==> src/i2c_pkg.sv <==
package i2c_pkg;

	// Clk cycles per quarter of an SCL period
	localparam int SCL_DIV = 25;
	localparam int DIV_W = $clog2(SCL_DIV);

	localparam int INIT_LEN = 4;
	localparam int INIT_IDX_W = $clog2(INIT_LEN);

	typedef struct packed {
		logic [7:0] hi;
		logic [7:0] lo;
	} addr_bytes_t;

	// register address, whole word or split by byte
	typedef union packed {
		logic [15:0] word;
		addr_bytes_t bytes;
	} reg_addr_u;

	typedef struct packed {
		logic       is_read;
		logic       wide_addr;
		reg_addr_u  addr;
		logic [7:0] wrdata;
	} reg_req_t;

	typedef struct packed {
		logic       start;
		logic       write;
		logic       read;
		logic       ack;
		logic       nack;
		logic       stop;
		logic [7:0] tx_data;
	} byte_cmd_t;

endpackage

==> src/i2c_init_sequencer.sv <==
`timescale 1ns/100ps

module i2c_init_sequencer (
	input  logic              Clk,
	input  logic              Rst_n,
	input  logic              host_wr,
	input  logic              host_rd,
	input  logic              host_wide,
	input  logic [15:0]       host_addr,
	input  logic [7:0]        host_wrdata,
	output logic              busy,
	output i2c_pkg::reg_req_t req,
	output logic              req_valid,
	input  logic              rw_done,
	output logic              rd_valid
);
	import i2c_pkg::*;

	logic [INIT_IDX_W-1:0] init_idx;
	logic                  init_done;
	logic                  in_flight;
	logic                  rd_pend;
	logic                  host_go;
	logic                  issue;

	// power-up register writes, 8-bit addresses
	function automatic reg_req_t init_entry(input logic [INIT_IDX_W-1:0] idx);
		case (idx)
			2'd0: init_entry = {1'b0, 1'b0, 16'h0010, 8'hA5};
			2'd1: init_entry = {1'b0, 1'b0, 16'h0011, 8'h3C};
			2'd2: init_entry = {1'b0, 1'b0, 16'h0020, 8'h7E};
			default: init_entry = {1'b0, 1'b0, 16'h0021, 8'h01};
		endcase
	endfunction

	assign busy = !init_done || in_flight;
	assign host_go = !busy && (host_wr || host_rd);
	assign issue = !rw_done && !in_flight && (!init_done || host_go);
	assign rd_valid = rw_done && rd_pend;

	always_ff @(posedge Clk or negedge Rst_n) begin
		if (!Rst_n) begin
			init_idx <= '0;
			init_done <= 1'b0;
			in_flight <= 1'b0;
			rd_pend <= 1'b0;
			req_valid <= 1'b0;
		end else begin
			req_valid <= 1'b0;
			if (rw_done) begin
				in_flight <= 1'b0;
				rd_pend <= 1'b0;
				if (!init_done) begin
					init_idx <= init_idx + 1'b1;
					init_done <= (init_idx == INIT_IDX_W'(INIT_LEN - 1));
				end
			end else if (issue) begin
				in_flight <= 1'b1;
				req_valid <= 1'b1;
				// a write strobe wins over a read strobe
				rd_pend <= init_done && !host_wr;
			end
		end
	end

	always_ff @(posedge Clk) begin
		if (issue) begin
			if (!init_done) begin
				req <= init_entry(init_idx);
			end else begin
				req.is_read <= !host_wr;
				req.wide_addr <= host_wide;
				req.addr.word <= host_addr;
				req.wrdata <= host_wrdata;
			end
		end
	end

endmodule

==> config.mk <==
export PLATFORM = sky130hd
export DESIGN_NAME = i2c_init_sequencer
export DESIGN_NICKNAME = d
export VERILOG_FILES = /design/src/i2c_pkg.sv /design/src/i2c_init_sequencer.sv
export SDC_FILE = /design/constraint.sdc
export NUM_CORES = 1
export LEC_CHECK = 0
export ABC_AREA = 1
export BUFFER_PORTS_ARGS = -buffer_cell sky130_fd_sc_hd__buf_2
export CAP_MARGIN = 20
export CORE_UTILIZATION = 35
export DETAILED_ROUTE_END_ITERATION = 10
export GPL_ROUTABILITY_DRIVEN = 0
export GPL_TIMING_DRIVEN = 0
export HOLD_SLACK_MARGIN = 0.05
export PLACE_DENSITY_LB_ADDON = 0.25
export SKIP_CTS_REPAIR_TIMING = 1
export SYNTH_ARGS = -nofsm -noshare
export SYNTH_HDL_FRONTEND = slang
export SYNTH_SLANG_ARGS = --single-unit
==> constraint.sdc <==
create_clock -name Clk -period 2.1 [get_ports Clk]
set_input_delay 0.63 -clock Clk [delete_from_list [all_inputs] [get_ports Clk]]
set_output_delay 0.63 -clock Clk [all_outputs]
set_load 0.005 [all_outputs]
==> results.yml <==
timing:
  rsz0062_at_grt: "no"
  fin_crit_ns: 1.86
  fin_skew_ns: 0.00773
  finalHoldViolCount: 0
  finalCritPeriodShare_pct: 88.7
  max_slew.worst_pin.slew_ns: 0.954
  slew_headroom_pct: 36.4
  max_freq_ghz: 0.537
  fin_ws_ns: 0.237
  drv_slew: 0
  setup_viol: 0
drt:
  wirelength_mm: 2.49
  ant_nets: 0
  firstDrtPassIters: 4
  drc_errors: 0
  routedWlPerCell_microns: 10.6
  drt-initial-drc-count: 51
  vias: 986
  vias_per_cell: 4.20
critical_path:
  path_depth: 4
  start_kind: "input pin"
  crit_buf_inv: 2
  crit_required_ns: 2.00
  arrival_ns: 1.76
  crit_family: "buffers and inverters"
  r2r_cells: 4
  max_stage_delay_ns: 0.70
  cp-end-kind: "flip-flop"
  path_cells: "buf_2 > nor2_1 > nand2_2 > inv_1"
  path_class: "input pin to flip-flop"
  slowest_stage: "inv_1"
  critPathMaxFanout: 26
synthesis:
  syn_area_per_cell_sq_um: 11.3
  synth_warnings: 0
  synth_seq_cells: 32
  ys_top_cells_by_area: "edfxtp_1, nand2_1, dfrtp_1"
  syn-num-nets: 156
  synth_cells: 121
  seq_area_frac_synth_pct: 68.1
  synth_area_sq_um: 1370
  netlist.area_leader.share_pct: 57.1
  synth_area_leader_cell: "edfxtp_1"
  ys_types: 17
floorplan:
  io_pins: 59
  rows: 22
  start_util_pct: 36.8
  dieArea_sq_um: 4160
  core-area_sq_um: 3720
  die_w_microns: 64.5
  die_h_microns: 64.5
final_layout:
  fin_area_sq_um: 1820
  syn_to_final_growth_pct: 33.4
  layout_common_cells: "buf_2, nand2_1, edfxtp_1"
  drive_gt1_share_pct: 39.6
  final_common_cell: "buf_2"
  fin_nets: 221
  n_antenna_cell: 0
clocking:
  cts_buffers: 5
  cts_buffer_depth: 2
  cts_root_buf: "clkbuf_8"
  path_clk_slew_ns: 0.07
  cts.sinks: 32
  h-tree-depth: 2
  cts_tree: "done"
  clk_latency_ns: 0.28
job:
  maxCapViolCount: 0
global_route:
  grt_max_degree: 27
  antenna_found_initial: 0
  track_usage_pct: 13.6
  grt_pass1_wl_mm: 4.17
  gr-total-overflow: 0
  grt_pass1_vias: 952
placed_design:
  port_buffers: 58
  pre_cts_slack_ns: -0.111
  placed_cell_area_sq_um: 1720
  dp_hpwl_mm: 1.86
power_and_ir_drop:
  p_leak_uw: 0.000963
  irDropWorstVdd_mv: 0.321
  power.density_nw_per_um2: 785
outcome:
  status: "completed"
worst_hold_path:
  hold_path.class: "input pin to asynchronous set/reset pin"
[Yosys cell counts, drive strengths merged]
library cell and n:
o21a 1, edfxtp 26, nand3 2, dfrtp 6, nor2 4, inv 26, xor2 1, o22a 1
buf 3, a21oi 1, nand2 42, ha 5, o21ai 3
[cells by family (layout without fill, tap and decap cells)]
kind of cell	after synthesis	in the layout	synth area share [%]
AO/OA/AOI/OAI	6	6	3.20
adder cells (fa/ha/maj)	5	5	4.57
AND/OR/NAND/NOR	48	48	13.9
flip-flops	32	32	68.1
buffers and inverters	29	95	9.61
XOR/XNOR	1	1	0.641
[stage by stage]
stage	TNS (ns)	util, %	total power (uW)	instances	hold slack, ns
4_1_cts	0	49.1	1450	235	0.156
3_3_place_gp	-2.09	46.2	888	227	0.461
6_report	0	49.1	1430	235	0.162
3_5_place_dp	-2.87	46.2	892	227	0.465
2_1_floorplan	0	-	815	121	0.334
5_1_grt	0	49.1	1500	235	0.161
[metal layers]
layer | share of wire, % | global-route usage, % | vias up | wire (microns)
met2 | 49 | 23.6 | 42 | 1220
met4 | 1.2 | 4.17 | 0 | 29
met1 | 42 | 15.4 | 439 | 1030
met5 | 0 | 0 | - | 0
li1 | - | - | 502 | -
met3 | 8.1 | 5.11 | 3 | 202
[worst paths after layout]
check / startpoint / endpoint / slack (ns)
worst max-delay path: rw_done / req[14] / 0.24
worst min-delay path: Rst_n / in_flight / 0.16
worst max register to register: init_done / req[14] / 0.27
worst min register to register: in_flight / in_flight / 0.55
max in group asynchronous: Rst_n / init_done / 1.79
min in group Clk: in_flight / in_flight / 0.55
[report_power, final]
| part | internal [uW] | switching, uW | total (uW) |
|---|---|---|---|
| logic | 60.2 | 68.6 | 129 |
| registers | 737 | 9.75 | 747 |
| clock network | 345 | 212 | 557 |
| total | 1140 | 291 | 1430 |
[registers in the layout (all words and copies together), names as in the netlist]
name and count:
init_idx 2, rd_pend 1, req_valid 1, init_done 1, req 26, in_flight 1
[area by class of cell]
type | instances | area [sq um]
plain buffers | 3 | 33.8
inverters | 26 | 97.6
multi-input cells | 60 | 305
clock inverters | 3 | 37.5
clock buffers | 5 | 68.8
well taps | 48 | 60.1
repair buffers | 58 | 290
flip-flops and latches | 32 | 931
fillers | 365 | 1890
Power figures use the tool's default switching activity.
