<file path="config.mk">
export PLATFORM = sky130hd
export DESIGN_NAME = i2c_control
export DESIGN_NICKNAME = d
export VERILOG_FILES = /design/src/i2c_pkg.sv /design/src/i2c_control.sv
export SDC_FILE = /design/constraint.sdc
export NUM_CORES = 1
export LEC_CHECK = 0
export BUFFER_PORTS_ARGS = -buffer_cell sky130_fd_sc_hd__buf_2
export CORE_MARGIN = 8
export CORE_UTILIZATION = 58
export DETAILED_ROUTE_END_ITERATION = 10
export HOLD_SLACK_MARGIN = 0.15
export PLACE_DENSITY_LB_ADDON = 0.08
export SKIP_LAST_GASP = 1
export SLEW_MARGIN = 20
export SYNTH_ARGS = -nofsm -noshare
export SYNTH_HDL_FRONTEND = slang
export SYNTH_SLANG_ARGS = --single-unit
export TNS_END_PERCENT = 20
</file>
<file path="constraint.sdc">
create_clock -name Clk -period 4.88 [get_ports Clk]
set_clock_uncertainty 0.15 [all_clocks]
set_input_delay 0.976 -clock Clk [delete_from_list [all_inputs] [get_ports Clk]]
set_output_delay 0.976 -clock Clk [all_outputs]
set_load 0.05 [all_outputs]
</file>
<file path="src/i2c_pkg.sv">
package i2c_pkg;

	// Clk cycles per quarter of an SCL period
	localparam int SCL_DIV = 25;
	localparam int DIV_W = $clog2(SCL_DIV);

	localparam int INIT_LEN = 4;
	localparam int INIT_IDX_W = $clog2(INIT_LEN);

	typedef struct packed {
		logic [7:0] hi;
		logic [7:0] lo;
	} addr_bytes_t;

	// register address, whole word or split by byte
	typedef union packed {
		logic [15:0] word;
		addr_bytes_t bytes;
	} reg_addr_u;

	typedef struct packed {
		logic       is_read;
		logic       wide_addr;
		reg_addr_u  addr;
		logic [7:0] wrdata;
	} reg_req_t;

	typedef struct packed {
		logic       start;
		logic       write;
		logic       read;
		logic       ack;
		logic       nack;
		logic       stop;
		logic [7:0] tx_data;
	} byte_cmd_t;

endpackage

</file>
<file path="src/i2c_control.sv">
`timescale 1ns/100ps

module i2c_control (
	input  logic               Clk,
	input  logic               Rst_n,
	input  i2c_pkg::reg_req_t  req,
	input  logic               req_valid,
	input  logic [6:0]         device_id,
	input  logic [31:0]        dly_cnt_max,
	output i2c_pkg::byte_cmd_t cmd,
	output logic               go,
	input  logic               trans_done,
	input  logic               ack_o,
	input  logic [7:0]         rx_data,
	output logic [7:0]         rddata,
	output logic               nack_seen,
	output logic               rw_done
);
	import i2c_pkg::*;

	typedef enum logic [1:0] {
		IDLE,
		SEND,
		WAIT,
		DLY
	} state_t;

	state_t      state;
	reg_req_t    req_q;
	logic [6:0]  dev_q;
	logic [2:0]  cnt;
	logic [31:0] dly_cnt;

	// byte steps: 0 device, 1 addr hi, 2 addr lo, 3 data or re-address, 4 read
	always_comb begin
		cmd = '0;
		case (cnt)
			3'd0: begin
				cmd.start = 1'b1;
				cmd.write = 1'b1;
				cmd.tx_data = {dev_q, 1'b0};
			end
			3'd1: begin
				cmd.write = 1'b1;
				cmd.tx_data = req_q.addr.bytes.hi;
			end
			3'd2: begin
				cmd.write = 1'b1;
				cmd.tx_data = req_q.addr.bytes.lo;
			end
			3'd3: begin
				cmd.write = 1'b1;
				if (req_q.is_read) begin
					// repeated start with the read bit
					cmd.start = 1'b1;
					cmd.tx_data = {dev_q, 1'b1};
				end else begin
					cmd.stop = 1'b1;
					cmd.tx_data = req_q.wrdata;
				end
			end
			3'd4: begin
				cmd.read = 1'b1;
				cmd.nack = 1'b1;
				cmd.stop = 1'b1;
			end
			default: ;
		endcase
	end

	always_ff @(posedge Clk or negedge Rst_n) begin
		if (!Rst_n) begin
			state <= IDLE;
			cnt <= '0;
			dly_cnt <= '0;
			go <= 1'b0;
			rw_done <= 1'b0;
			nack_seen <= 1'b0;
			rddata <= '0;
		end else begin
			go <= 1'b0;
			rw_done <= 1'b0;
			case (state)
				IDLE: begin
					if (req_valid) begin
						cnt <= '0;
						nack_seen <= 1'b0;
						state <= SEND;
					end
				end
				SEND: begin
					go <= 1'b1;
					state <= WAIT;
				end
				WAIT: begin
					if (trans_done) begin
						// only written bytes carry a slave acknowledge
						if (cnt != 3'd4)
							nack_seen <= nack_seen | ack_o;
						state <= SEND;
						case (cnt)
							3'd0: cnt <= req_q.wide_addr ? 3'd1 : 3'd2;
							3'd1: cnt <= 3'd2;
							3'd2: cnt <= 3'd3;
							3'd3: begin
								if (req_q.is_read)
									cnt <= 3'd4;
								else
									state <= DLY;
							end
							default: begin
								rddata <= rx_data;
								state <= DLY;
							end
						endcase
					end
				end
				DLY: begin
					if (dly_cnt >= dly_cnt_max) begin
						dly_cnt <= '0;
						rw_done <= 1'b1;
						state <= IDLE;
					end else begin
						dly_cnt <= dly_cnt + 1'b1;
					end
				end
				default: state <= IDLE;
			endcase
		end
	end

	always_ff @(posedge Clk) begin
		if (state == IDLE && req_valid) begin
			req_q <= req;
			dev_q <= device_id;
		end
	end

endmodule

</file>
==> results of run 1 <==
[worst reg2reg max path, cell delays in order (launching register included)]
cell and delay [ns]:
dfrtp_1 0.44, ha_1 0.34, nand4_1 0.21, nor4_4 0.44
nand2_1 0.11, o21a_1 0.26, a31oi_4 0.78, nor2_1 0.16
[through the flow]
step	hold WS (ns)	worst slack, ns
finish	0.354	1.43
global placement	0.332	1.30
CTS	0.358	1.42
detailed placement	0.337	1.23
floorplan	0.343	1.30
global route	0.390	1.26
[layout make-up]
| class | count | area share |
|---|---|---|
| flip-flops and latches | 81 | 0.424 |
| well taps | 99 | 0.0240 |
| clock inverters | 7 | 0.0242 |
| inverters | 38 | 0.0276 |
| clock buffers | 9 | 0.0240 |
| repair buffers | 102 | 0.0998 |
| multi-input cells | 273 | 0.376 |
[power breakdown]
part / total [mW] / switching [mW] / internal [mW]
Clock: 0.605 / 0.258 / 0.346
Combinational: 1.18 / 0.800 / 0.384
Sequential: 1.11 / 0.204 / 0.910
[sequential cells by signal, indices dropped and copies added (netlist names)]
| name | count |
|---|---|
| cnt | 3 |
| dev_q | 7 |
| dly_cnt | 32 |
| go | 1 |
| nack_seen | 1 |
| rddata | 8 |
| req_q | 26 |
| rw_done | 1 |
| state | 2 |
[cell usage after synthesis, types with 7 or more instances]
library cell / n
xor2_1: 21
inv_1: 38
a22oi_1: 8
nor2_1: 47
edfxtp_1: 33
ha_1: 33
xnor2_1: 7
a21oi_1: 19
nand3_1: 21
a221o_1: 7
mux2_2: 8
dfrtp_1: 48
nand2_1: 23
nand4_1: 15
[cells by family after synthesis]
group | Yosys count
xor gates and xnor gates | 28
other | 1
adders and majority gates | 33
AOI/OAI and AO/OA | 62
DFF | 81
and+or+nand+nor | 141
muxes | 8
buffers and inverters | 52
[worst min-delay path by stage]
stage | startpoint | to | slack [ns] | cells after the start
after detailed placement | rddata[2]$_DFFE_PN0P_ | rddata[2]$_DFFE_PN0P_ | 0.34 | 1
after global placement | rddata[6]$_DFFE_PN0P_ | rddata[6]$_DFFE_PN0P_ | 0.33 | 1
after floorplan | dly_cnt[0]$_DFFE_PN0P_ | dly_cnt[0]$_DFFE_PN0P_ | 0.34 | 1
after global routing | rddata[3]$_DFFE_PN0P_ | rddata[3]$_DFFE_PN0P_ | 0.39 | 1
final | rddata[2]$_DFFE_PN0P_ | rddata[2]$_DFFE_PN0P_ | 0.35 | 1
after CTS | rddata[2]$_DFFE_PN0P_ | rddata[2]$_DFFE_PN0P_ | 0.36 | 1
[routing by layer]
| layer | global-route usage | up-vias | share of wire |
|---|---|---|---|
| met5 | 0 | - | 0 |
| met2 | 0.323 | 105 | 0.50 |
| met4 | 0.0690 | 0 | 0.011 |
| met3 | 0.0439 | 9 | 0.059 |
| li1 | - | 1640 | - |
| met1 | 0.219 | 1546 | 0.43 |
==> out/qor.yml, run 1 <==
outcome:
  run_status: "finished, final reports clean"
setup_path:
  crit_start: "cnt[0]$_DFFE_PN0P_"
  path_depth: 4
  crit_path_end: "cmd[7]"
  end_kind: "output pin"
  cp_data_arrival_time_ns: 2.32
  r2r_end: "dly_cnt[9]$_DFFE_PN0P_"
  r2r_cells: 7
  crit_family: "compound AO/OA/AOI/OAI gates"
  rrSetupSlack_ns: 1.84
  r2r-start: "dly_cnt[27]$_DFFE_PN0P_"
  critPathMaxStageDelay_ns: 0.58
  worst-path-buf-inv: 1
  cp_cell_sequence: "or2_2, a21oi_1, a221o_1, buf_2"
  worstSetupPathType: "register to output pin"
  cp-start-kind: "register"
  crit_required_ns: 3.75
  cp_max_fo: 10
  critPathSlowestCell: "a21oi_1"
synthesis:
  synth_xor_area_frac: 0.0561
  syn_nets: 517
  yosys.area.top_type: "dfrtp_1"
  synth_area_um2: 4370
  synth_top_family_by_area: "simple AND/OR/NAND/NOR gates"
  synth_area_leaders: "dfrtp_1, edfxtp_1, ha_1, xor2_1, nor2_1"
  async_flop_share: 0.593
  syn_avg_cell_area_um2: 10.8
  yosysSeqAreaShare: 0.501
  ys_warn_count: 0
  synth_cell_types: 51
  synth-compound-area-share: 0.0999
  synth-simple-area-share: 0.172
  ys.flop_type: "dfrtp_1"
  synth_top_area_frac: 0.275
  synth_mux_area_frac: 0.0206
  syn-instance-count: 406
  synth-seq-cells: 81
  synthAdderAreaFrac: 0.0944
  synth_edf_count: 33
clocking:
  numCtsBuffers: 9
  cts_tree: "done"
  ctsHoldBuffers: 0
  clkSinkCount: 81
  cts_max_level: 3
  clockBufferDepth: 2
  cts_root_buf: "clkbuf_8"
  post_cts_buffers: 0
  cts.repair.resized: 0
  clk_latency_ns: 0.36
  cts.clk_slew.worst_paths_ns: 0.08
global_route:
  grt_pass1_vias: 3444
  grt_first_pass_wirelength_um: 15300
  grt_max_degree: 49
  grt_antenna_before_repair: 0
  grt_usage: 0.186
  grt_overflow: 0
placement:
  hpwlAfterDp_um: 7180
  numPlacedInstances: 593
  place.gp.congestion: 0.806
  post_dp_cell_area_um2: 4910
  io_buffers: 101
layout:
  fin_area_um2: 5170
  final_nets: 616
  fillers: 563
  n_antenna_cell: 0
  multi_input_area_um2: 1940
  fin_util: 0.708
  areaGrowthSynthToFinish_pct: 18.1
  final_common_cell: "buf_2"
  drive_above_1_share: 0.278
  final_cell_mix: "buf_2, dfrtp_1, nor2_1"
  stdcell_count: 609
  seq_area_um2: 2190
pwr:
  vdd_drop_max_v: 0.000401
  leakagePower_nw: 2.51
  power.total_mw: 2.90
  powerDensity_nw_per_um2: 562
drt:
  route.final.wire_length_um: 9440
  drc: 0
  drt_first_iter_violations: 114
  via_count: 3300
  drt_pass1_iterations: 4
  antenna_left: 0
  vias_per_cell: 5.42
  routedWlPerCell_um: 15.5
floorplan:
  core-area_um2: 7290
  dieArea_um2: 10600
  start_util: 0.600
  io_pins: 103
  num_rows: 31
  die_h_um: 103
  dieWidth_um: 103
sta:
  max-slew-margin-rel: 0.390
  rsz0062_at_grt: "no"
  period_needed_ns: 3.45
  finalSetupTns_ns: 0
  clock.fmax_mhz: 290
  final_hold_viol_count: 0
  fin_crit_sh: 0.707
  setup_violations: 0
  drv_slew: 0
  worst_slew_pin_slew_ns: 0.915
run:
  max_cap_violations: 0
worst_hold_path:
  hold_path.class: "register to register"
Note: power is estimated with default switching activity, not from simulation.
==> inputs of run 2 (changes only) <==
- ABC_AREA: unset -> 1
- CORE_UTILIZATION: 58 -> 55
- clock period: 4.88 -> 3.3 ns (I/O delays scaled with it)
==> out/qor.yml, run 2 <==
run:
  max_cap_violations: 0  # unchanged
synthesis:
  syn-instance-count: 589  # +45%
  ys_warn_count: 0  # unchanged
  synth.most_common_cell: "nand2_1"
  synth_edf_count: 33  # unchanged
  synth_area_um2: 4800  # +9.8%
  synth_top_area_frac: 0.250  # -0.0245
  synth_cell_types: 37  # -27%
  async_flop_share: 0.593  # unchanged
  ys.flop_type: "dfrtp_1"
  yosys.area.top_type: "dfrtp_1"
  synth_area_leaders: "dfrtp_1, edfxtp_1, nand2_1, ha_1, inv_1"
  synth-seq-cells: 81  # unchanged
  yosysSeqAreaShare: 0.456  # -0.0448
  syn_avg_cell_area_um2: 8.15  # -24%
  synth.cells.most_frequent: "nand2_1, inv_1, nor2_1"
  syn_nets: 700  # +35%
clocking:
  cts.clk_slew.worst_paths_ns: 0.09  # about the same
  clk_latency_ns: 0.36  # about the same
  ctsHoldBuffers: 0  # unchanged
  clkSinkCount: 81  # unchanged
  cts_tree: "done"
  post_cts_buffers: 0  # unchanged
  cts_root_buf: "clkbuf_8"
  clockBufferDepth: 2  # unchanged
  cts.repair.resized: 0  # unchanged
  cts_max_level: 3  # unchanged
  numCtsBuffers: 9  # unchanged
layout:
  areaGrowthSynthToFinish_pct: 17.5
  largest_reg_flops: 32  # unchanged
  final_nets: 810  # +31%
  final_cell_mix: "nand2_1, buf_2, inv_1"
  biggestRegsByFlops: "dly_cnt: 32 flops, req_q: 26 flops, rddata: 8 flops"
  drive_above_1_share: 0.206  # -0.0725
  final_common_cell: "nand2_1"
  regMostFlops: "dly_cnt"
  fin_util: 0.657  # -0.0518
  n_antenna_cell: 0  # unchanged
drt:
  drt_pass1_iterations: 4  # unchanged
  drt_first_iter_violations: 133  # +17%
  route.final.wire_length_um: 10700  # +13%
  routedWlPerCell_um: 13.1  # -15%
  via_count: 4043  # +23%
  vias_per_cell: 4.98  # -8.1%
  antenna_left: 0  # unchanged
  drc: 0  # unchanged
global_route:
  grt_max_degree: 36  # -27%
  grt_overflow: 0  # unchanged
  grt_pass1_vias: 4225  # +23%
  grt_first_pass_wirelength_um: 18200  # +19%
  grt_antenna_before_repair: 0  # unchanged
  grt_usage: 0.189  # +0.00302
placement:
  hpwlAfterDp_um: 8350  # +16%
  io_buffers: 101  # unchanged
  pre_cts_ws_ns: 0.626  # -0.609 ns
  place.gp.congestion: 0.850  # +5.4%
sta:
  hold_ws_ns: 0.206  # -0.148 ns
  setup_violations: 0  # unchanged
  final.setup.worst_slack_ns: 0.406  # -1.03 ns
  drv_slew: 0  # unchanged
  max-slew-margin-rel: 0.512  # +0.122
  finalSetupTns_ns: 0  # unchanged
  final_hold_viol_count: 0  # unchanged
  worst_slew_pin_slew_ns: 0.731  # -0.183 ns
  period_needed_ns: 2.89
  rsz0062_at_grt: "no"
  fin_crit_sh: 0.877
  clock.fmax_mhz: 345
pwr:
  combPwrFrac: 0.425  # +0.017
  p_int_mw: 2.43  # +48%
  powerDensity_nw_per_um2: 792  # +41%
  vdd_drop_max_v: 0.000586  # +46%
  clockPowerShare: 0.173  # -0.035
  p_sw_frac: 0.457  # +0.0223
  seqPwrFrac: 0.402  # +0.018
  power.total_mw: 4.47  # +54%
  leakagePower_nw: 2.84  # +13%
  p_sw_mw: 2.04  # +62%
floorplan:
  dieArea_um2: 12000  # +13%
  start_util: 0.559  # -0.0409
  core-area_um2: 8590  # +18%
  dieWidth_um: 109  # +6.4%
  die_h_um: 109  # +6.4%
  io_pins: 103  # unchanged
  num_rows: 34  # +9.7%
setup_path:
  crit_family: "simple AND/OR/NAND/NOR gates"
  cp_max_fo: 8  # -2
  cp_data_arrival_time_ns: 2.08  # -0.24 ns
  worst-path-buf-inv: 2  # +1
  cp-start-kind: "register"
  crit_path_frequent_cell: "nand2_1"
  critPathSlowestCell: "dfrtp_1"
  crit_required_ns: 2.49  # -1.26 ns
  cp_cell_sequence: "nor2_1, nand2_1, inv_1, nand2_1, o21ai_1, nand2_1, nand4_1, buf_2"
  critPathMaxStageDelay_ns: 0.43  # -0.15 ns
  end_kind: "output pin"
  rrSetupSlack_ns: 0.91  # -0.93 ns
  worstSetupPathType: "register to output pin"
outcome:
  run_status: "finished, final reports clean"
worst_hold_path:
  hold_path.class: "primary input to asynchronous set/reset pin"
run 2: path summary, 6_finish.rpt:
kind,from,to,cells past startpoint
worst max-delay path,cnt[2]$_DFFE_PN0P_,cmd[4],8
worst min-delay path,Rst_n,dly_cnt[1]$_DFFE_PN0P_,1
worst max register to register,dly_cnt[15]$_DFFE_PN0P_,dly_cnt[12]$_DFFE_PN0P_,11
worst min register to register,rddata[7]$_DFFE_PN0P_,rddata[7]$_DFFE_PN0P_,1
max in group asynchronous,Rst_n,dly_cnt[30]$_DFFE_PN0P_,2
min in group Clk,req[11],req_q[11]$_DFFE_PP_,1
run 2: logic make-up after synthesis:
family	after synthesis	share of synthesized area
buffers and inverters	96	0.0789
AO/OA/AOI/OAI	41	0.0508
multiplexers	8	0.0188
flip-flops	81	0.456
other	1	0.000781
XOR/XNOR	17	0.0310
AND/OR/NAND/NOR	312	0.277
adder cells (fa/ha/maj)	33	0.0860
run 2: power groups by stage:
stage	sequential [mW]	clock, mW	combinational (mW)
finish	1.80	0.771	1.90
floorplan	1.95	0	1.26
detailed placement	1.81	0	1.91
global route	1.85	0.819	2.12
global placement	1.81	0	1.87
CTS	1.79	0.788	1.93
run 2: area by class of cell:
type | instances | area, um2
clock buffer | 10 | 138
clock inverter | 6 | 71.3
fill | 753 | 2950
inverter | 90 | 338
multi-input combinational | 412 | 2230
sequential | 81 | 2190
tap | 108 | 135
timing repair buffer | 105 | 536
run 2: routing by layer:
layer	wire length (um)	GRT usage
met4	156	0.0656
met3	594	0.0469
met5	0	0
met1	4570	0.214
met2	5340	0.338
run 2: metrics by stage:
stage	cell area, um2	cells
after detailed placement	5430	796
after global placement	5430	796
after CTS	5640	812
after floorplan	4800	589
after global routing	5640	812
final	5640	812
==> inputs of run 3 (changes only) <==
==> constraint.sdc (replaced) <==
create_clock -name Clk -period 3.3 [get_ports Clk]
set_clock_uncertainty 0.15 [all_clocks]
set_input_delay 0.33 -clock Clk [delete_from_list [all_inputs] [get_ports Clk]]
set_output_delay 0.33 -clock Clk [all_outputs]
set_load 0.05 [all_outputs]
==> out/qor.yml, run 3 (synthesis gave the netlist of run 2 again) <==
layout:
  final_common_cell: "nand2_1"
  final_nets: 850  # +4.9%
  fin_util: 0.702  # +0.0456
  stdcell_count: 852  # +4.9%
  biggestRegsByFlops: "dly_cnt: 32 flops, req_q: 26 flops, rddata: 8 flops"
  n_antenna_cell: 0  # unchanged
  areaGrowthSynthToFinish_pct: 25.7
  largest_reg_flops: 32  # unchanged
  regMostFlops: "dly_cnt"
  final_cell_mix: "nand2_1, buf_2, inv_1"
  drive_above_1_share: 0.190  # -0.0164
sta:
  setup_violations: 0  # unchanged
  clock.fmax_mhz: 381  # +10%
  finalSetupTns_ns: 0  # unchanged
  drv_slew: 0  # unchanged
  rsz0062_at_grt: "no"
  period_needed_ns: 2.62  # -0.270 ns
  hold_ws_ns: 0.240  # +0.0345 ns
  worst_slew_pin_slew_ns: 0.706  # -0.0256 ns
  max-slew-margin-rel: 0.526  # +0.0139
  final_hold_viol_count: 0  # unchanged
  final.setup.worst_slack_ns: 0.675  # +0.270 ns
  fin_crit_sh: 0.795  # -0.0817
drt:
  drc: 0  # unchanged
  vias_per_cell: 5.10  # +2.4%
  routedWlPerCell_um: 14.2  # +8.5%
  via_count: 4344  # +7.4%
  antenna_left: 0  # unchanged
  drt_pass1_iterations: 4  # unchanged
  drt_first_iter_violations: 158  # +19%
  route.final.wire_length_um: 12100  # +14%
setup_path:
  cp_data_arrival_time_ns: 2.14  # +0.06 ns
  worstSetupPathType: "register to output pin"
  end_kind: "output pin"
  cp_max_fo: 8  # unchanged
  crit_required_ns: 2.82  # +0.33 ns
  cp-start-kind: "register"
floorplan:
  dieWidth_um: 109  # unchanged
  die_h_um: 109  # unchanged
  num_rows: 34  # unchanged
  core-area_um2: 8590  # unchanged
  dieArea_um2: 12000  # unchanged
  io_pins: 103  # unchanged
  start_util: 0.559  # unchanged
global_route:
  gr-usage-met3: 0.0498  # +0.00293
  grt_pass1_vias: 4620  # +9.3%
  use_met1: 0.237  # +0.0232
  use_met2: 0.388  # +0.0504
  grt_first_pass_wirelength_um: 20600  # +13%
  busiest_layer: "met2"
  grt_max_degree: 49  # +36%
  grt_overflow: 0  # unchanged
  grt_usage: 0.215  # +0.0264
  grt_antenna_before_repair: 0  # unchanged
pwr:
  vdd_drop_max_v: 0.000710  # +21%
  leakagePower_nw: 2.99  # +5.2%
  powerDensity_nw_per_um2: 742  # -6.2%
outcome:
  run_status: "finished, final reports clean"
placement:
  io_buffers: 101  # unchanged
  hpwlAfterDp_um: 8420  # +0.82%
  place.gp.congestion: 0.845  # -0.55%
  numPlacedInstances: 793  # -0.38%
  pre_cts_ws_ns: 0.850  # +0.225 ns
clocking:
  numCtsBuffers: 9  # unchanged
  post_cts_buffers: 0  # unchanged
  clkSinkCount: 81  # unchanged
  cts_max_level: 3  # unchanged
  cts_root_buf: "clkbuf_8"
  clk_latency_ns: 0.35  # about the same
  clockBufferDepth: 2  # unchanged
  ctsHoldBuffers: 43  # +43
  cts.repair.resized: 0  # unchanged
  cts.clk_slew.worst_paths_ns: 0.09  # about the same
  cts_tree: "done"
run:
  max_cap_violations: 0  # unchanged
worst_hold_path:
  hold_path.class: "primary input to register"
[run 3: changes by cell type in the layout (fill, tap and decap cells not counted), sizes merged]
| cell | delta |
|---|---|
| inv | -1 |
| clkbuf | +1 |
| clkinvlp | +2 |
| dlygate4sd3 | +43 |
| clkinv | -1 |
| bufinv | -1 |
| buf | -3 |
[run 3: layout make-up]
class / count / area [um2]
clock buffer: 11 / 153
clock inverter: 5 / 37.5
fill: 681 / 2560
inverter: 90 / 338
multi-input combinational: 412 / 2230
sequential: 81 / 2190
tap: 108 / 135
timing repair buffer: 145 / 946
[run 3: worst max-delay path: stages, from the launching register on]
cell     delay [ns]
dfrtp_1        0.37
inv_1          0.07
nor2_1         0.13
inv_1          0.09
nor2_1         0.55
nand2_1        0.13
nand4_1        0.16
buf_2          0.29
[run 3: final timing paths]
check	from	end	slack, ns	cells past startpoint
worst max-delay path	cnt[0]$_DFFE_PN0P_	cmd[4]	0.68	7
worst max register to register	dly_cnt[15]$_DFFE_PN0P_	dly_cnt[25]$_DFFE_PN0P_	0.85	10
min in group asynchronous	Rst_n	dly_cnt[11]$_DFFE_PN0P_	0.38	2
worst min-delay path	trans_done	state[1]$_DFFE_PN0P_	0.24	4
worst min register to register	rddata[5]$_DFFE_PN0P_	rddata[5]$_DFFE_PN0P_	0.36	1
max in group asynchronous	Rst_n	cnt[1]$_DFFE_PN0P_	2.17	2
[run 3: per-layer routing]
metal  share of wire  up-vias  routed length (um)
met1            0.40     2005                4830
met3           0.060       25                 727
li1                -     2190                   -
met5               0        -                   0
met2            0.52      124                6320
met4           0.022        0                 263
[run 3: report_power, final]
part           internal (mW)  switching (mW)
logic                  0.586            1.38
registers               1.49           0.314
clock network          0.324           0.383
total                   2.40            2.08
[run 3: through the flow]
| step | cell area, um2 | total power, mW |
|---|---|---|
| 4_1_cts | 6030 | 4.47 |
| 2_1_floorplan | 4800 | 3.21 |
| 5_1_grt | 6030 | 4.81 |
| 3_5_place_dp | 5410 | 3.73 |
| 6_report | 6030 | 4.48 |
| 3_3_place_gp | 5410 | 3.66 |
